===== src/hw/rob_config.svh =====
`ifndef ROB_CONFIG_SVH
`define ROB_CONFIG_SVH

// entry index bits, 64 entries
`define ROB_WIDTH 6

// result word carried by the CDB
`define ROB_DATA_WIDTH 32

// APB side
`define APB_ADDR_WIDTH 4

// register offsets
`define ROB_REG_CTRL    4'h0
`define ROB_REG_STATUS  4'h4
`define ROB_REG_RETIRED 4'h8

`endif


===== src/hw/rob_pkg.sv =====
`default_nettype none

`include "rob_config.svh"

package rob_pkg;

    typedef logic [`ROB_WIDTH-1:0] rob_idx_t;

    typedef enum logic [1:0] {
        rob_type_alu    = 2'd0,
        rob_type_branch = 2'd1,
        rob_type_load   = 2'd2,
        rob_type_store  = 2'd3
    } rob_type_e;

    ////////////////////////////////////////////////////////////
    // pipeline side
    ////////////////////////////////////////////////////////////

    typedef struct packed {
        logic            valid;
        rob_type_e       itype;
        logic [4:0]      areg;
        logic            w_reg;
        logic [31:0]     pc;
        rob_idx_t [1:0]  src_idx;
    } rob_dispatch_req_t;

    // source operands of one dispatched instruction
    typedef struct packed {
        rob_idx_t                        idx;
        logic [1:0][`ROB_DATA_WIDTH-1:0] src_data;
        logic [1:0]                      src_complete;
    } rob_dispatch_rsp_t;

    // ctrl bit 1 is exception, bit 0 is branch mispredict
    typedef struct packed {
        logic                       valid;
        rob_idx_t                   idx;
        logic [`ROB_DATA_WIDTH-1:0] data;
        logic [1:0]                 ctrl;
    } rob_cdb_t;

    typedef struct packed {
        logic                       valid;
        rob_type_e                  itype;
        logic [4:0]                 areg;
        logic                       w_reg;
        logic [31:0]                pc;
        logic [`ROB_DATA_WIDTH-1:0] data;
        logic [1:0]                 ctrl;
    } rob_commit_t;

    ////////////////////////////////////////////////////////////
    // table entries
    ////////////////////////////////////////////////////////////

    typedef struct packed {
        rob_type_e   itype;
        logic [4:0]  areg;
        logic        w_reg;
        logic [31:0] pc;
    } rob_inst_entry_t;

    typedef struct packed {
        logic [`ROB_DATA_WIDTH-1:0] data;
        logic [1:0]                 ctrl;
    } rob_data_entry_t;

    ////////////////////////////////////////////////////////////
    // register block <-> core
    ////////////////////////////////////////////////////////////

    typedef struct packed {
        logic enable;
        logic flush;
    } rob_ctrl_t;

    typedef struct packed {
        logic [`ROB_WIDTH:0] count;
        logic [1:0]          retired;
    } rob_status_t;

endpackage

`default_nettype wire


===== src/hw/rob_apb_regs.sv =====
`timescale 1ns/1ps
`default_nettype none

`include "rob_config.svh"

module rob_apb_regs import rob_pkg::*; (
    input  wire logic                       clk,
    input  wire logic                       arst_n_i,

    input  wire logic [`APB_ADDR_WIDTH-1:0] paddr_i,
    input  wire logic                       psel_i,
    input  wire logic                       penable_i,
    input  wire logic                       pwrite_i,
    input  wire logic [31:0]                pwdata_i,
    output logic [31:0]                     prdata_o,
    output logic                            pready_o,
    output logic                            pslverr_o,

    input  wire rob_status_t                status_i,
    output rob_ctrl_t                       ctrl_o
);

    logic        enable_q;
    logic        flush_q;
    logic [31:0] retired_q;

    logic        access;
    logic        sel_ctrl;
    logic        sel_status;
    logic        sel_retired;

    ////////////////////////////////////////////////////////////
    // decode
    ////////////////////////////////////////////////////////////

    assign access      = psel_i && penable_i;
    assign sel_ctrl    = (paddr_i == `ROB_REG_CTRL);
    assign sel_status  = (paddr_i == `ROB_REG_STATUS);
    assign sel_retired = (paddr_i == `ROB_REG_RETIRED);

    // no wait states
    assign pready_o  = 1'b1;
    assign pslverr_o = access && !(sel_ctrl || sel_status || sel_retired);

    ////////////////////////////////////////////////////////////
    // registers
    ////////////////////////////////////////////////////////////

    always_ff @(posedge clk or negedge arst_n_i) begin
        if (!arst_n_i) begin
            enable_q  <= 1'b0;
            flush_q   <= 1'b0;
            retired_q <= '0;
        end else begin
            // flush lasts one cycle after the access phase
            flush_q <= access && pwrite_i && sel_ctrl && pwdata_i[1];
            if (access && pwrite_i && sel_ctrl) begin
                enable_q <= pwdata_i[0];
            end
            // wraps, kept across flush
            retired_q <= retired_q + {30'd0, status_i.retired};
        end
    end

    assign ctrl_o.enable = enable_q;
    assign ctrl_o.flush  = flush_q;

    // read mux, flush bit reads as zero
    always_comb begin
        prdata_o = '0;
        if (psel_i && !pwrite_i) begin
            if (sel_ctrl) begin
                prdata_o = {31'd0, enable_q};
            end else if (sel_status) begin
                prdata_o = {{(32-`ROB_WIDTH-1){1'b0}}, status_i.count};
            end else if (sel_retired) begin
                prdata_o = retired_q;
            end
        end
    end

endmodule

`default_nettype wire


===== config.mk =====
export PLATFORM = sky130hd
export DESIGN_NAME = rob_apb_regs
export DESIGN_NICKNAME = d
export VERILOG_FILES = /design/src/hw/rob_pkg.sv /design/src/hw/rob_apb_regs.sv
export VERILOG_INCLUDE_DIRS = /design/src /design/src/hw
export SDC_FILE = /design/constraint.sdc
export NUM_CORES = 1
export LEC_CHECK = 0
export ABC_AREA = 1
export BUFFER_PORTS_ARGS = -buffer_cell sky130_fd_sc_hd__buf_2
export CAP_MARGIN = 30
export CORE_MARGIN = 4
export CORE_UTILIZATION = 52
export CTS_BUF_LIST = sky130_fd_sc_hd__clkbuf_4
export CTS_CLUSTER_SIZE = 24
export DETAILED_ROUTE_END_ITERATION = 10
export GPL_TIMING_DRIVEN = 0
export HOLD_SLACK_MARGIN = 0.03
export PLACE_DENSITY = 0.84
export SETUP_SLACK_MARGIN = 0.5
export SLEW_MARGIN = 20
export SYNTH_ARGS = -nofsm -noshare
export SYNTH_HDL_FRONTEND = slang
export SYNTH_SLANG_ARGS = --single-unit

===== constraint.sdc =====
create_clock -name clk -period 2.15 [get_ports clk]
set_input_delay 0.1075 -clock clk [delete_from_list [all_inputs] [get_ports clk]]
set_output_delay 0.1075 -clock clk [all_outputs]
set_load 0.005 [all_outputs]

---- Word-level counts from Yosys, hierarchy flattened ----
Cells that the tools add are included.
word-level totals
  register bits after elaboration ......... 34
  memory bits (read-only) ................. 0
  bits in latches ......................... 0
  memories kept ........................... 0
  input bits .............................. 50
  logic and storage cells ................. 21
  RAM bits ................................ 0
cells by class
  equality and inequality tests ........... 2
  bitwise logic cells ..................... 0
  multipliers ............................. 0
  add/sub/neg operators ................... 1
  shift-type cells ........................ 0
  divide/modulo/power cells ............... 0
  order comparisons ....................... 0
  muxes and demuxes ....................... 4
  reductions and logical operators ........ 11
operators by type and width
  kind                number
  $mux 32             4
  $add 32x2->32       1
  $logic_and 1x1->1   6
  $eq 4x3->1 const B  1
  $eq 4x4->1 const B  1
  $logic_not 4->1     1
  $logic_not 1->1     2
  $logic_or 1x1->1    2

---- Logic depth before layout (Yosys ltp) ----
Gate-level depths: netlist (run 1).
  depth in word-level cells ............... 5
  gate-level depth with buffers ........... 9
  gate-level depth less buffers ........... 9

---- Worst setup path after synthesis (run 1) ----
OpenSTA, ideal clock, no wires.
  kind .................................... flip-flop to flip-flop
  start point ............................. reg retired_q[0]
  end point ............................... reg retired_q[30]
  stages on the path, launching flop included .. 10
  arrival ................................. 1578 ps
  required time ........................... 2034 ps
  path slack .............................. 455 ps
  buffers on the path ..................... 0
  period minus slack after synthesis ...... 1695 ps
  path through ............................ dfrtp_1 -> ha_1 -> inv_1 -> fa_1 -> nor2_8 -> nand2_4 -> nor2_8 -> nand2_1 -> nand2_1 -> nand2_1
between the ends
  word-level cells in the longest chain between the ends .. 1
RTL lines
  item                    RTL line            RTL
  from (decl)             rob_apb_regs.sv:25  logic [31:0] retired_q;
  from (signal assigned)  rob_apb_regs.sv:61  retired_q <= retired_q + {30'd0, status_i.retired};
  $add 32x2->32           rob_apb_regs.sv:61
Every way passes these cells.
A chain may end at the register's enable or synchronous reset.

---- Final worst setup path (run 1) ----
Same ends and word-level chain as after synthesis.

==> metrics.yaml, run 1 <==
run_status:
  status: "finished clean"
pwr:
  p_leak_nw: 1.49
  power_density_mw_per_mm2: 686
  ir_worst_vdd_uv: 377
cells_and_area:
  drive_above_1_share_pct: 29.2
  fillers: 359
  mostFrequentLayoutCells: "nand2_1 (117), buf_2 (56), nor2_1 (45), inv_1 (43), dfrtp_1 (34)"
  antenna_cells: 0
  nets: 468
  areaGrowthSynthToFinish_pct: 21.6
  final_common_cell: "nand2_1"
floorplanning:
  die_area_mm2: 0.00582
  core-area_mm2: 0.00444
  die_h_um: 76.3
  row_count: 24
  io_pins: 86
  initial_core_util_pct: 54.6
  die_w_um: 76.3
logic_synthesis:
  synth_cells: 344
  synth_seq_area_share_pct: 35.1
  synth-simple-area-share_pct: 44.7
  syn-num-nets: 397
  synth_fa_ha_area_share_pct: 1.86
  yosys_warnings: 0
  synth_xor_area_share_pct: 5.73
  synth_mux_area_share_pct: 0
  synth-seq-cells: 34
  synth_compound_area_share_pct: 2.48
  syn_area_mm2: 0.00242
  synth_top_family_by_area: "simple AND/OR/NAND/NOR gates"
  avgSynthCellArea_um2: 7.05
  synth_cell_types: 29
worst_setup_path:
  cp-startpoint: "retired_q[0]"
  r2r_cells: 9
  arrival_ps: 1980
  worstSetupStartpointType: "flip-flop"
  timing.rr.end: "retired_q[30]"
  reg2reg_from: "retired_q[0]"
  regToRegSetupSlack_ps: 430
  crit_type: "flip-flop to flip-flop"
  end_kind: "flip-flop"
  worst-path-max-fanout: 5
  crit_required_ps: 2400
global_route:
  grt_use_met2_pct: 36.2
  grt_use_met3_pct: 4.26
  first_global_vias: 2213
  grt.overflow.total: 0
  grt_pass1_wl_um: 10100
  grt_start_max_net_pins: 35
  busiest_layer: "met2"
  grtUsageTotal_pct: 21.4
  antenna_found_initial: 0
  grt_util_met1_pct: 27.0
routing:
  dr.pass1.iters: 5
  avgRoutedWirePerCell_um: 13.6
  routed_via_density: 5.19
  drt_wl_total_um: 6350
  drt_iter0_drc: 181
  drc_errors: 0
  ant_nets: 0
  dr_total_vias: 2419
clock_network:
  cts_num_sinks: 34
  path_clk_slew_ps: 110
  numCtsBuffers: 5
  clk_latency_ps: 350
  clockRootBuffer: "clkbuf_4"
  htree_levels: 2
  tritoncts: "built"
  clockBufferDepth: 2
sta:
  post-route-min-period_ps: 1720
  clock.fmax_ghz: 0.580
  post-route-period-util_pct: 80.2
  rsz0062_at_grt: "true"
  fin_skew_ps: 16.8
  fin_hold_ws_ps: 95.8
  maxSlewViolCount: 0
  relSlewSlack_pct: 47.1
  setup_viol: 0
  timing_hold_violations_final: 0
  worstMarginPinSlew_ps: 793
  setup_slack_ps: 426
  finalSetupTns_ps: 0
hold_path:
  hold_end: "flush_q"
  hold_path.class: "primary input to flip-flop"
  worstHoldStart: "pwrite_i"
  hold_depth: 3
place:
  port_buffers: 54
  place_congestion: 0.980
  pre_cts_slack_ps: 377
  dpl.hpwl_um: 4620
run:
  maxCapViolations: 0
-- flip-flops by register name, indices dropped and copies added (netlist names) --
name,flops
retired_q,32
flush_q,1
enable_q,1
-- worst max-delay path: stages (launching register included) --
cell and delay, ps:
dfrtp_1 400, ha_4 150, inv_2 30, fa_2 390, nor2_8 220, nand2_4 100
nor2_8 150, nand2_1 60, nand2_1 50, nand2_1 50
-- cell families after synthesis --
group,Yosys count
buffers and inverters,56
AO/OA/AOI/OAI,12
flip-flops,34
AND/OR/NAND/NOR,223
XOR/XNOR,15
adder cells (fa/ha/maj),3
other,1
-- cell usage after synthesis, drive strengths merged --
cell type / count / area share (%)
ha: 2 / 1.0
nand3b: 2 / 0.77
nand3: 17 / 3.7
buf: 8 / 2.6
xor2: 12 / 4.6
conb: 1 / 0.15
a21oi: 6 / 1.2
inv: 48 / 7.4
nand4: 1 / 0.26
dfrtp: 34 / 35
nand2: 124 / 20
o21ai: 6 / 1.2
xnor2: 3 / 1.1
fa: 1 / 0.83
nor2: 57 / 12
nor3: 22 / 8.1
-- final cells by class --
| class | instances | area, um^2 | share of cell area, % |
|---|---|---|---|
| flip-flops and latches | 34 | 851 | 28.9 |
| inverters | 48 | 180 | 6.11 |
| plain buffers | 8 | 62.6 | 2.12 |
| multi-input cells | 254 | 1390 | 47.3 |
| clock inverters | 1 | 3.75 | 0.127 |
| repair buffers | 64 | 355 | 12.0 |
| clock buffers | 5 | 37.5 | 1.27 |
| well taps | 52 | 65.1 | 2.21 |
-- stage by stage --
step / power, mW / utilization, % / cell area (um^2) / cells
final: 2.02 / 66.4 / 2950 / 466
after global routing: 2.15 / 66.4 / 2950 / 466
after CTS: 1.94 / 65.3 / 2900 / 464
after detailed placement: 1.55 / 62.2 / 2760 / 450
after global placement: 1.51 / 62.2 / 2760 / 450
after floorplan: 1.37 / - / 2430 / 344
-- repair_timing --
item	4_1_cts	5_1_grt
setup endpoints to repair	11	15
buffers inserted	4	2
pin swaps	9	10
hold buffers	4	0
endpoints found under the hold margin	37	0
resized for setup	6	9
-- routing by layer --
metal	vias up	part of all wire, %
met3	27	6.2
met1	1109	42
li1	1181	-
met5	-	0
met4	0	3.4
met2	102	49
-- how the worst max path moves through the flow --
| stage | to | cells after the start | slack, ps |
|---|---|---|---|
| 2_1_floorplan | retired_q[30] | 9 | 550 |
| 3_3_place_gp | retired_q[22] | 9 | 430 |
| 3_5_place_dp | retired_q[26] | 9 | 380 |
| 4_1_cts | retired_q[22] | 9 | 460 |
| 5_1_grt | retired_q[20] | 9 | 340 |
| 6_report | retired_q[30] | 9 | 430 |
-- power breakdown --
part	leakage (nW)	internal (mW)	total [mW]	switching, mW
Sequential	0.437	0.758	0.886	0.128
Clock	0.0246	0.112	0.326	0.214
Combinational	1.03	0.308	0.812	0.504
(Power assumes the default switching activity.)
==> run 2: changes to the inputs <==
- ABC_AREA: 1 -> 0
- CORE_UTILIZATION: 52 -> 49
- clock period: 2.15 -> 1.6 ns (I/O delays scaled with it)
==> run 2 against run 1 <==
The run now ends with negative hold slack, negative setup slack left. Critical path depth decreased by 1. Register-to-register slack got worse by 810 ps. Global-route usage down 0.32 points. Combinational power is 12% higher. Worst hold slack worse by 99 ps. Largest cell class unchanged.
==> metrics.yaml, run 2 <==
logic_synthesis:
  synth_most_common_cell: "dfrtp_1"
  avgSynthCellArea_um2: 10.1  # +43%
  synth_top_cells_by_count: "dfrtp_1 (34), and2_1 (28), xnor2_1 (24), nor2_1 (16), nand2_1 (13)"
  syn_area_mm2: 0.00194  # -20%
  synth_cell_types: 38  # +31%
  synth.area.top_cells: "dfrtp_1 (44%), xnor2_1 (11%), and2_1 (9.0%)"
  synth_ff_type: "dfrtp_1"
  synth_top_area_share_pct: 43.8  # +8.8 points
  synth_seq_area_share_pct: 43.8  # +8.8 points
  synth_cells: 193  # -44%
  yosys_warnings: 0  # unchanged
  syn-num-nets: 246  # -38%
  synth_edf_count: 0  # unchanged
  synth-seq-cells: 34  # unchanged
  synth.largest_area_cell: "dfrtp_1"
  async_flop_share_pct: 100  # unchanged
routing:
  ant_nets: 0  # unchanged
  drt_iter0_drc: 83  # -54%
  avgRoutedWirePerCell_um: 16.4  # +20%
  drt_wl_total_um: 5460  # -14%
  drc_errors: 0  # unchanged
  routed_via_density: 5.38  # +3.6%
  dr.pass1.iters: 4  # -1
  dr_total_vias: 1791  # -26%
cells_and_area:
  reg_top3: "retired_q x32, enable_q x1, flush_q x1"
  antenna_cells: 0  # unchanged
  final_common_cell: "buf_6"
  mostFrequentLayoutCells: "buf_6 (38), dfrtp_1 (30), buf_2 (30), xnor2_1 (23), and2_4 (22)"
  drive_above_1_share_pct: 55.4  # +26 points
  nets: 337  # -28%
  finalNonFillerCells: 333  # -29%
  areaGrowthSynthToFinish_pct: 55.3
  largest_reg_flops: 32  # unchanged
  regMostFlops: "retired_q"
sta:
  maxSlewViolCount: 0  # unchanged
  post-route-period-util_pct: 124  # +44 points
  setup_slack_ps: -380  # -806 ps
  setup_viol: 27  # +27
  relSlewSlack_pct: 49.6  # +2.5 points
  timing_hold_violations_final: 1  # +1
  fin_skew_ps: 19.9  # +3.03 ps
  clock.fmax_ghz: 0.505  # -13%
  rsz0062_at_grt: "true"
  fin_hold_ws_ps: -3.26  # -99.0 ps
  post-route-min-period_ps: 1980  # +256 ps
  worstMarginPinSlew_ps: 755  # -38.0 ps
pwr:
  p_leak_nw: 1.46  # -2.1%
  ir_worst_vdd_uv: 753  # +100%
  power_density_mw_per_mm2: 842  # +23%
  p_total_mw: 2.54  # +25%
worst_setup_path:
  critPathMaxStageDelay_ps: 370  # -30 ps
  cpMaxStageDelayCell: "dfrtp_1"
  critPathBufInv: 2  # +1
  arrival_ps: 2200  # +220 ps
  crit_required_ps: 1820  # -580 ps
  path_cells: "ha_2, inv_2, fa_2, nand4b_1, buf_6, nor4_4, nand4_1, xnor2_1"
  crit_family: "simple AND/OR/NAND/NOR gates"
  worst-path-max-fanout: 4  # -1
  end_kind: "flip-flop"
  crit_type: "flip-flop to flip-flop"
  worstSetupStartpointType: "flip-flop"
place:
  dpl.hpwl_um: 3020  # -35%
  post-place-cells: 295  # -34%
  port_buffers: 54  # unchanged
  pre_cts_slack_ps: -512  # -889 ps
  place_congestion: 0.787  # -20%
floorplanning:
  row_count: 22  # -8.3%
  die_area_mm2: 0.00503  # -14%
  io_pins: 86  # unchanged
  core-area_mm2: 0.00374  # -16%
  initial_core_util_pct: 51.8  # -2.7 points
  die_h_um: 70.9  # -7.0%
  die_w_um: 70.9  # -7.0%
clock_network:
  clk_latency_ps: 340  # about the same
  tritoncts: "built"
  holdBufCountCts: 3  # -1
  clockRootBuffer: "clkbuf_4"
  numCtsBuffers: 5  # unchanged
  clockBufferDepth: 2  # unchanged
  htree_levels: 2  # unchanged
  path_clk_slew_ps: 110  # about the same
  cts_num_sinks: 34  # unchanged
global_route:
  antenna_found_initial: 0  # unchanged
  grt_pass1_wl_um: 8390  # -17%
  first_global_vias: 1796  # -19%
  grtUsageTotal_pct: 21.1  # -0.32 points
  grt_start_max_net_pins: 35  # unchanged
  grt.overflow.total: 0  # unchanged
run_status:
  status: "finished with violations"
  violations: "negative hold slack, negative setup slack"
hold_path:
  hold_path.class: "primary input to flip-flop"
run:
  maxCapViolations: 0  # unchanged
[run 2: changes by cell type after synthesis, moves of 8 or more]
cell / delta
and2_1: +28
inv_1: -39
nand2_1: -106
nand3_1: -8
nand4_1: +9
nor2_1: -30
nor3_2: -15
xnor2_1: +21
[run 2: worst reg2reg max path, cell delays in order, from the launching register on]
cell and delay, ps:
dfrtp_1 370, ha_2 190, inv_2 40, fa_2 330, nand4b_1 200, buf_6 160
nor4_4 240, nand4_1 180, xnor2_1 160
[run 2: what timing repair did]
item                                    CTS  global route
setup buffers                            15             8
endpoints found under the setup margin   63            63
endpoints found under the hold margin    37             1
resized for setup                        61            48
cloned                                    4             0
pin swaps                                44            30
[run 2: area by class of cell]
type                            count  area (um^2)
Sequential cell                    34          856
Buffer                              8         78.8
Timing Repair Buffer               84          713
Clock buffer                        6         45.0
Clock inverter                      2         8.76
Fill cell                         212          731
Inverter                            7         26.3
Multi-Input combinational cell    144         1220
Tap cell                           48         60.1
[run 2: worst paths after layout]
check | from | endpoint | slack, ps | cells past startpoint
min in group asynchronous | arst_n_i | retired_q[0] | 330 | 2
max reg2reg | retired_q[0] | retired_q[16] | -380 | 8
max | retired_q[0] | retired_q[16] | -380 | 8
max in group asynchronous | arst_n_i | retired_q[6] | 750 | 2
min | status_i[0] | retired_q[0] | -3 | 2
min reg2reg | retired_q[31] | retired_q[31] | 490 | 1
[run 2: routing by layer]
metal | share of wire (%) | GRT usage [%]
met5 | 0 | 0
met4 | 3.0 | 8.14
met3 | 4.2 | 4.12
met2 | 52 | 36.7
met1 | 41 | 25.8
[run 2: logic make-up (layout without fill, tap and decap cells)]
group	after synthesis	in the layout	synth area share (%)
compound gates	10	10	3.42
xor+xnor	30	30	13.5
fa+ha+maj	3	3	2.32
buf+inv	15	107	4.06
flops	34	34	43.8
mux	1	1	0.580
other cells	1	1	0.193
simple gates	99	99	32.0
[run 2: metrics by stage]
stage / utilization [%] / setup TNS, ps / cell area [um^2]
final: 80.5 / -6450 / 3010
after CTS: 73.6 / -5880 / 2760
after detailed placement: 60.9 / -6860 / 2280
after global routing: 80.5 / -8560 / 3010
after floorplan: - / -2460 / 1950
after global placement: 60.9 / -5930 / 2280
[run 2: power by group]
group,total [mW],switching [mW],internal (mW)
Combinational,0.912,0.420,0.492
Sequential,1.16,0.174,0.982
Clock,0.467,0.285,0.182
Total,2.54,0.879,1.66
==> run 3: changes to the inputs <==
- CORE_UTILIZATION: 49 -> 45
- PLACE_DENSITY: 0.84 -> 0.79
==> run 3 against run 2 <==
The run ends with negative setup slack left. Cell area decreased by 2.0%. Clock skew decreased by 12 ps. Critical endpoint is now retired_q[22]. Routed wire length decreased by 13%. Clock-buffer cell count unchanged. Critical path type unchanged. Non-clock buffer count decreased by 3. First-iteration DRC count decreased by 16%. Clock power increased by 2%. Utilization decreased by 8.3 points. Worst hold slack improved by 7.7 ps.
==> metrics.yaml, run 3 (same netlist as run 2, synthesis figures left out) <==
clock_network:
  htree_levels: 2  # unchanged
  cts_num_sinks: 34  # unchanged
  numCtsBuffers: 5  # unchanged
  path_clk_slew_ps: 110  # about the same
  clockRootBuffer: "clkbuf_4"
  clockBufferDepth: 2  # unchanged
  holdBufCountCts: 3  # unchanged
  clk_latency_ps: 330  # about the same
  tritoncts: "built"
sta:
  maxSlewViolCount: 0  # unchanged
  relSlewSlack_pct: 49.4  # -0.22 points
  worstMarginPinSlew_ps: 759  # +3.24 ps
  timing_hold_violations_final: 0  # -1
  setup_slack_ps: -468  # -87.7 ps
  post-route-period-util_pct: 129  # +5.5 points
  setup_viol: 24  # -11%
  clock.fmax_ghz: 0.484  # -4.2%
  rsz0062_at_grt: "true"
  post-route-min-period_ps: 2070  # +87.7 ps
  fin_hold_ws_ps: 4.44  # +7.70 ps
  fin_skew_ps: 8.36  # -11.5 ps
worst_setup_path:
  worstSetupStartpointType: "flip-flop"
  crit_top_cell: "buf_6"
  crit_family: "adder cells"
  crit_type: "flip-flop to flip-flop"
  end_kind: "flip-flop"
  path_cells: "ha_2, inv_2, fa_2, nand4b_1, buf_6, buf_6, nor3_4, buf_6, nand4_1, xnor2_1"
  worst-path-max-fanout: 7  # +3
  cpMaxStageDelayCell: "dfrtp_1"
  critPathMaxStageDelay_ps: 370  # about the same
  arrival_ps: 2300  # +100 ps
  crit_required_ps: 1830  # about the same
  critPathBufInv: 4  # +2
routing:
  drc_errors: 0  # unchanged
  routed_via_density: 4.97  # -7.5%
  drt_wl_total_um: 4760  # -13%
  ant_nets: 0  # unchanged
  drt_iter0_drc: 70  # -16%
  dr_total_vias: 1651  # -7.8%
  avgRoutedWirePerCell_um: 14.3  # -12%
  dr.pass1.iters: 4  # unchanged
cells_and_area:
  mostFrequentLayoutCells: "buf_6 (37), dfrtp_1 (31), buf_2 (27), and2_4 (24), xnor2_1 (22)"
  antenna_cells: 0  # unchanged
  final_common_cell: "buf_6"
  areaGrowthSynthToFinish_pct: 52.1
  largest_reg_flops: 32  # unchanged
  nets: 334  # -0.89%
  fillers: 293  # +38%
  regMostFlops: "retired_q"
  reg_top3: "retired_q x32, enable_q x1, flush_q x1"
  drive_above_1_share_pct: 54.6  # -0.83 points
  fin_util_pct: 72.2  # -8.3 points
global_route:
  antenna_found_initial: 0  # unchanged
  grt_pass1_wl_um: 7210  # -14%
  first_global_vias: 1596  # -11%
  grt.overflow.total: 0  # unchanged
  grt_start_max_net_pins: 35  # unchanged
  grtUsageTotal_pct: 17.0  # -4.0 points
floorplanning:
  core-area_mm2: 0.00409  # +9.2%
  io_pins: 86  # unchanged
  row_count: 23  # +4.5%
  die_w_um: 73.7  # +3.9%
  die_area_mm2: 0.00543  # +7.9%
  initial_core_util_pct: 47.5  # -4.3 points
  die_h_um: 73.7  # +3.9%
pwr:
  ir_worst_vdd_uv: 644  # -14%
  p_leak_nw: 1.42  # -2.8%
  power_density_mw_per_mm2: 787  # -6.5%
place:
  port_buffers: 54  # unchanged
  dpl.hpwl_um: 3020  # about the same
  place_congestion: 0.758  # -3.7%
run_status:
  status: "finished with violations"
  violations: "negative setup slack"
hold_path:
  hold_path.class: "primary input to flip-flop"
run:
  maxCapViolations: 0  # unchanged
[run 3: cell types whose count changed in the layout (fill, tap and decap cells not counted), sizes merged]
cell and delta:
buf -3
[run 3: area by class of cell]
cell class / count / area (um^2) / share of cell area, %
plain buffers: 8 / 78.8 / 2.67
clock buffers: 6 / 45.0 / 1.53
clock inverters: 2 / 8.76 / 0.297
inverters: 7 / 26.3 / 0.890
multi-input cells: 144 / 1180 / 40.0
flip-flops and latches: 34 / 855 / 29.0
well taps: 50 / 62.6 / 2.12
repair buffers: 81 / 694 / 23.5
[run 3: worst paths after layout]
| check | slack, ps | cells after the start | from | end |
|---|---|---|---|---|
| setup / recovery | -470 | 10 | retired_q[0] | retired_q[22] |
| hold / removal | 4 | 2 | status_i[0] | retired_q[0] |
| setup reg to reg | -470 | 10 | retired_q[0] | retired_q[22] |
| hold reg to reg | 500 | 1 | retired_q[31] | retired_q[31] |
| max in group asynchronous | 710 | 2 | arst_n_i | retired_q[5] |
| min in group asynchronous | 350 | 2 | arst_n_i | retired_q[0] |
[run 3: metal layers]
metal | wire (um) | vias up | global-route usage (%)
met1 | 2050 | 798 | 21.2
met3 | 214 | 4 | 3.97
met2 | 2470 | 34 | 29.9
li1 | - | 815 | -
met4 | 20 | 0 | 3.62
met5 | 0 | - | 0
[run 3: repair_timing]
item	4_1_cts	5_1_grt
gates cloned	3	0
pin swaps	28	20
resized for setup	51	51
setup buffers	15	6
hold endpoints to repair	37	1
setup endpoints to repair	63	64
[run 3: power by group]
| group | internal, mW | switching [mW] | leakage [nW] |
|---|---|---|---|
| combinational | 0.392 | 0.320 | 0.935 |
| sequential | 0.980 | 0.155 | 0.454 |
| clock | 0.182 | 0.293 | 0.0331 |
| total | 1.55 | 0.769 | 1.42 |
[run 3: worst register-to-register path, delay by kind of cell (launching register included)]
| kind | cells | cell delay (ps) |
|---|---|---|
| adder cells (fa/ha/maj) | 2 | 540 |
| buffers and inverters | 4 | 450 |
| AND/OR/NAND/NOR | 3 | 440 |
| flip-flops | 1 | 370 |
| XOR/XNOR | 1 | 160 |
[run 3: per-stage QoR]
stage	std cells	setup WS (ps)	instance area, um^2	total power, mW	TNS (ps)
after global routing	332	-528	2950	2.45	-9000
after CTS	326	-514	2700	2.16	-7540
after detailed placement	297	-523	2280	1.54	-6880
after global placement	297	-475	2280	1.52	-6100
after floorplan	193	-275	1950	1.41	-2460
final	332	-468	2950	2.32	-7110
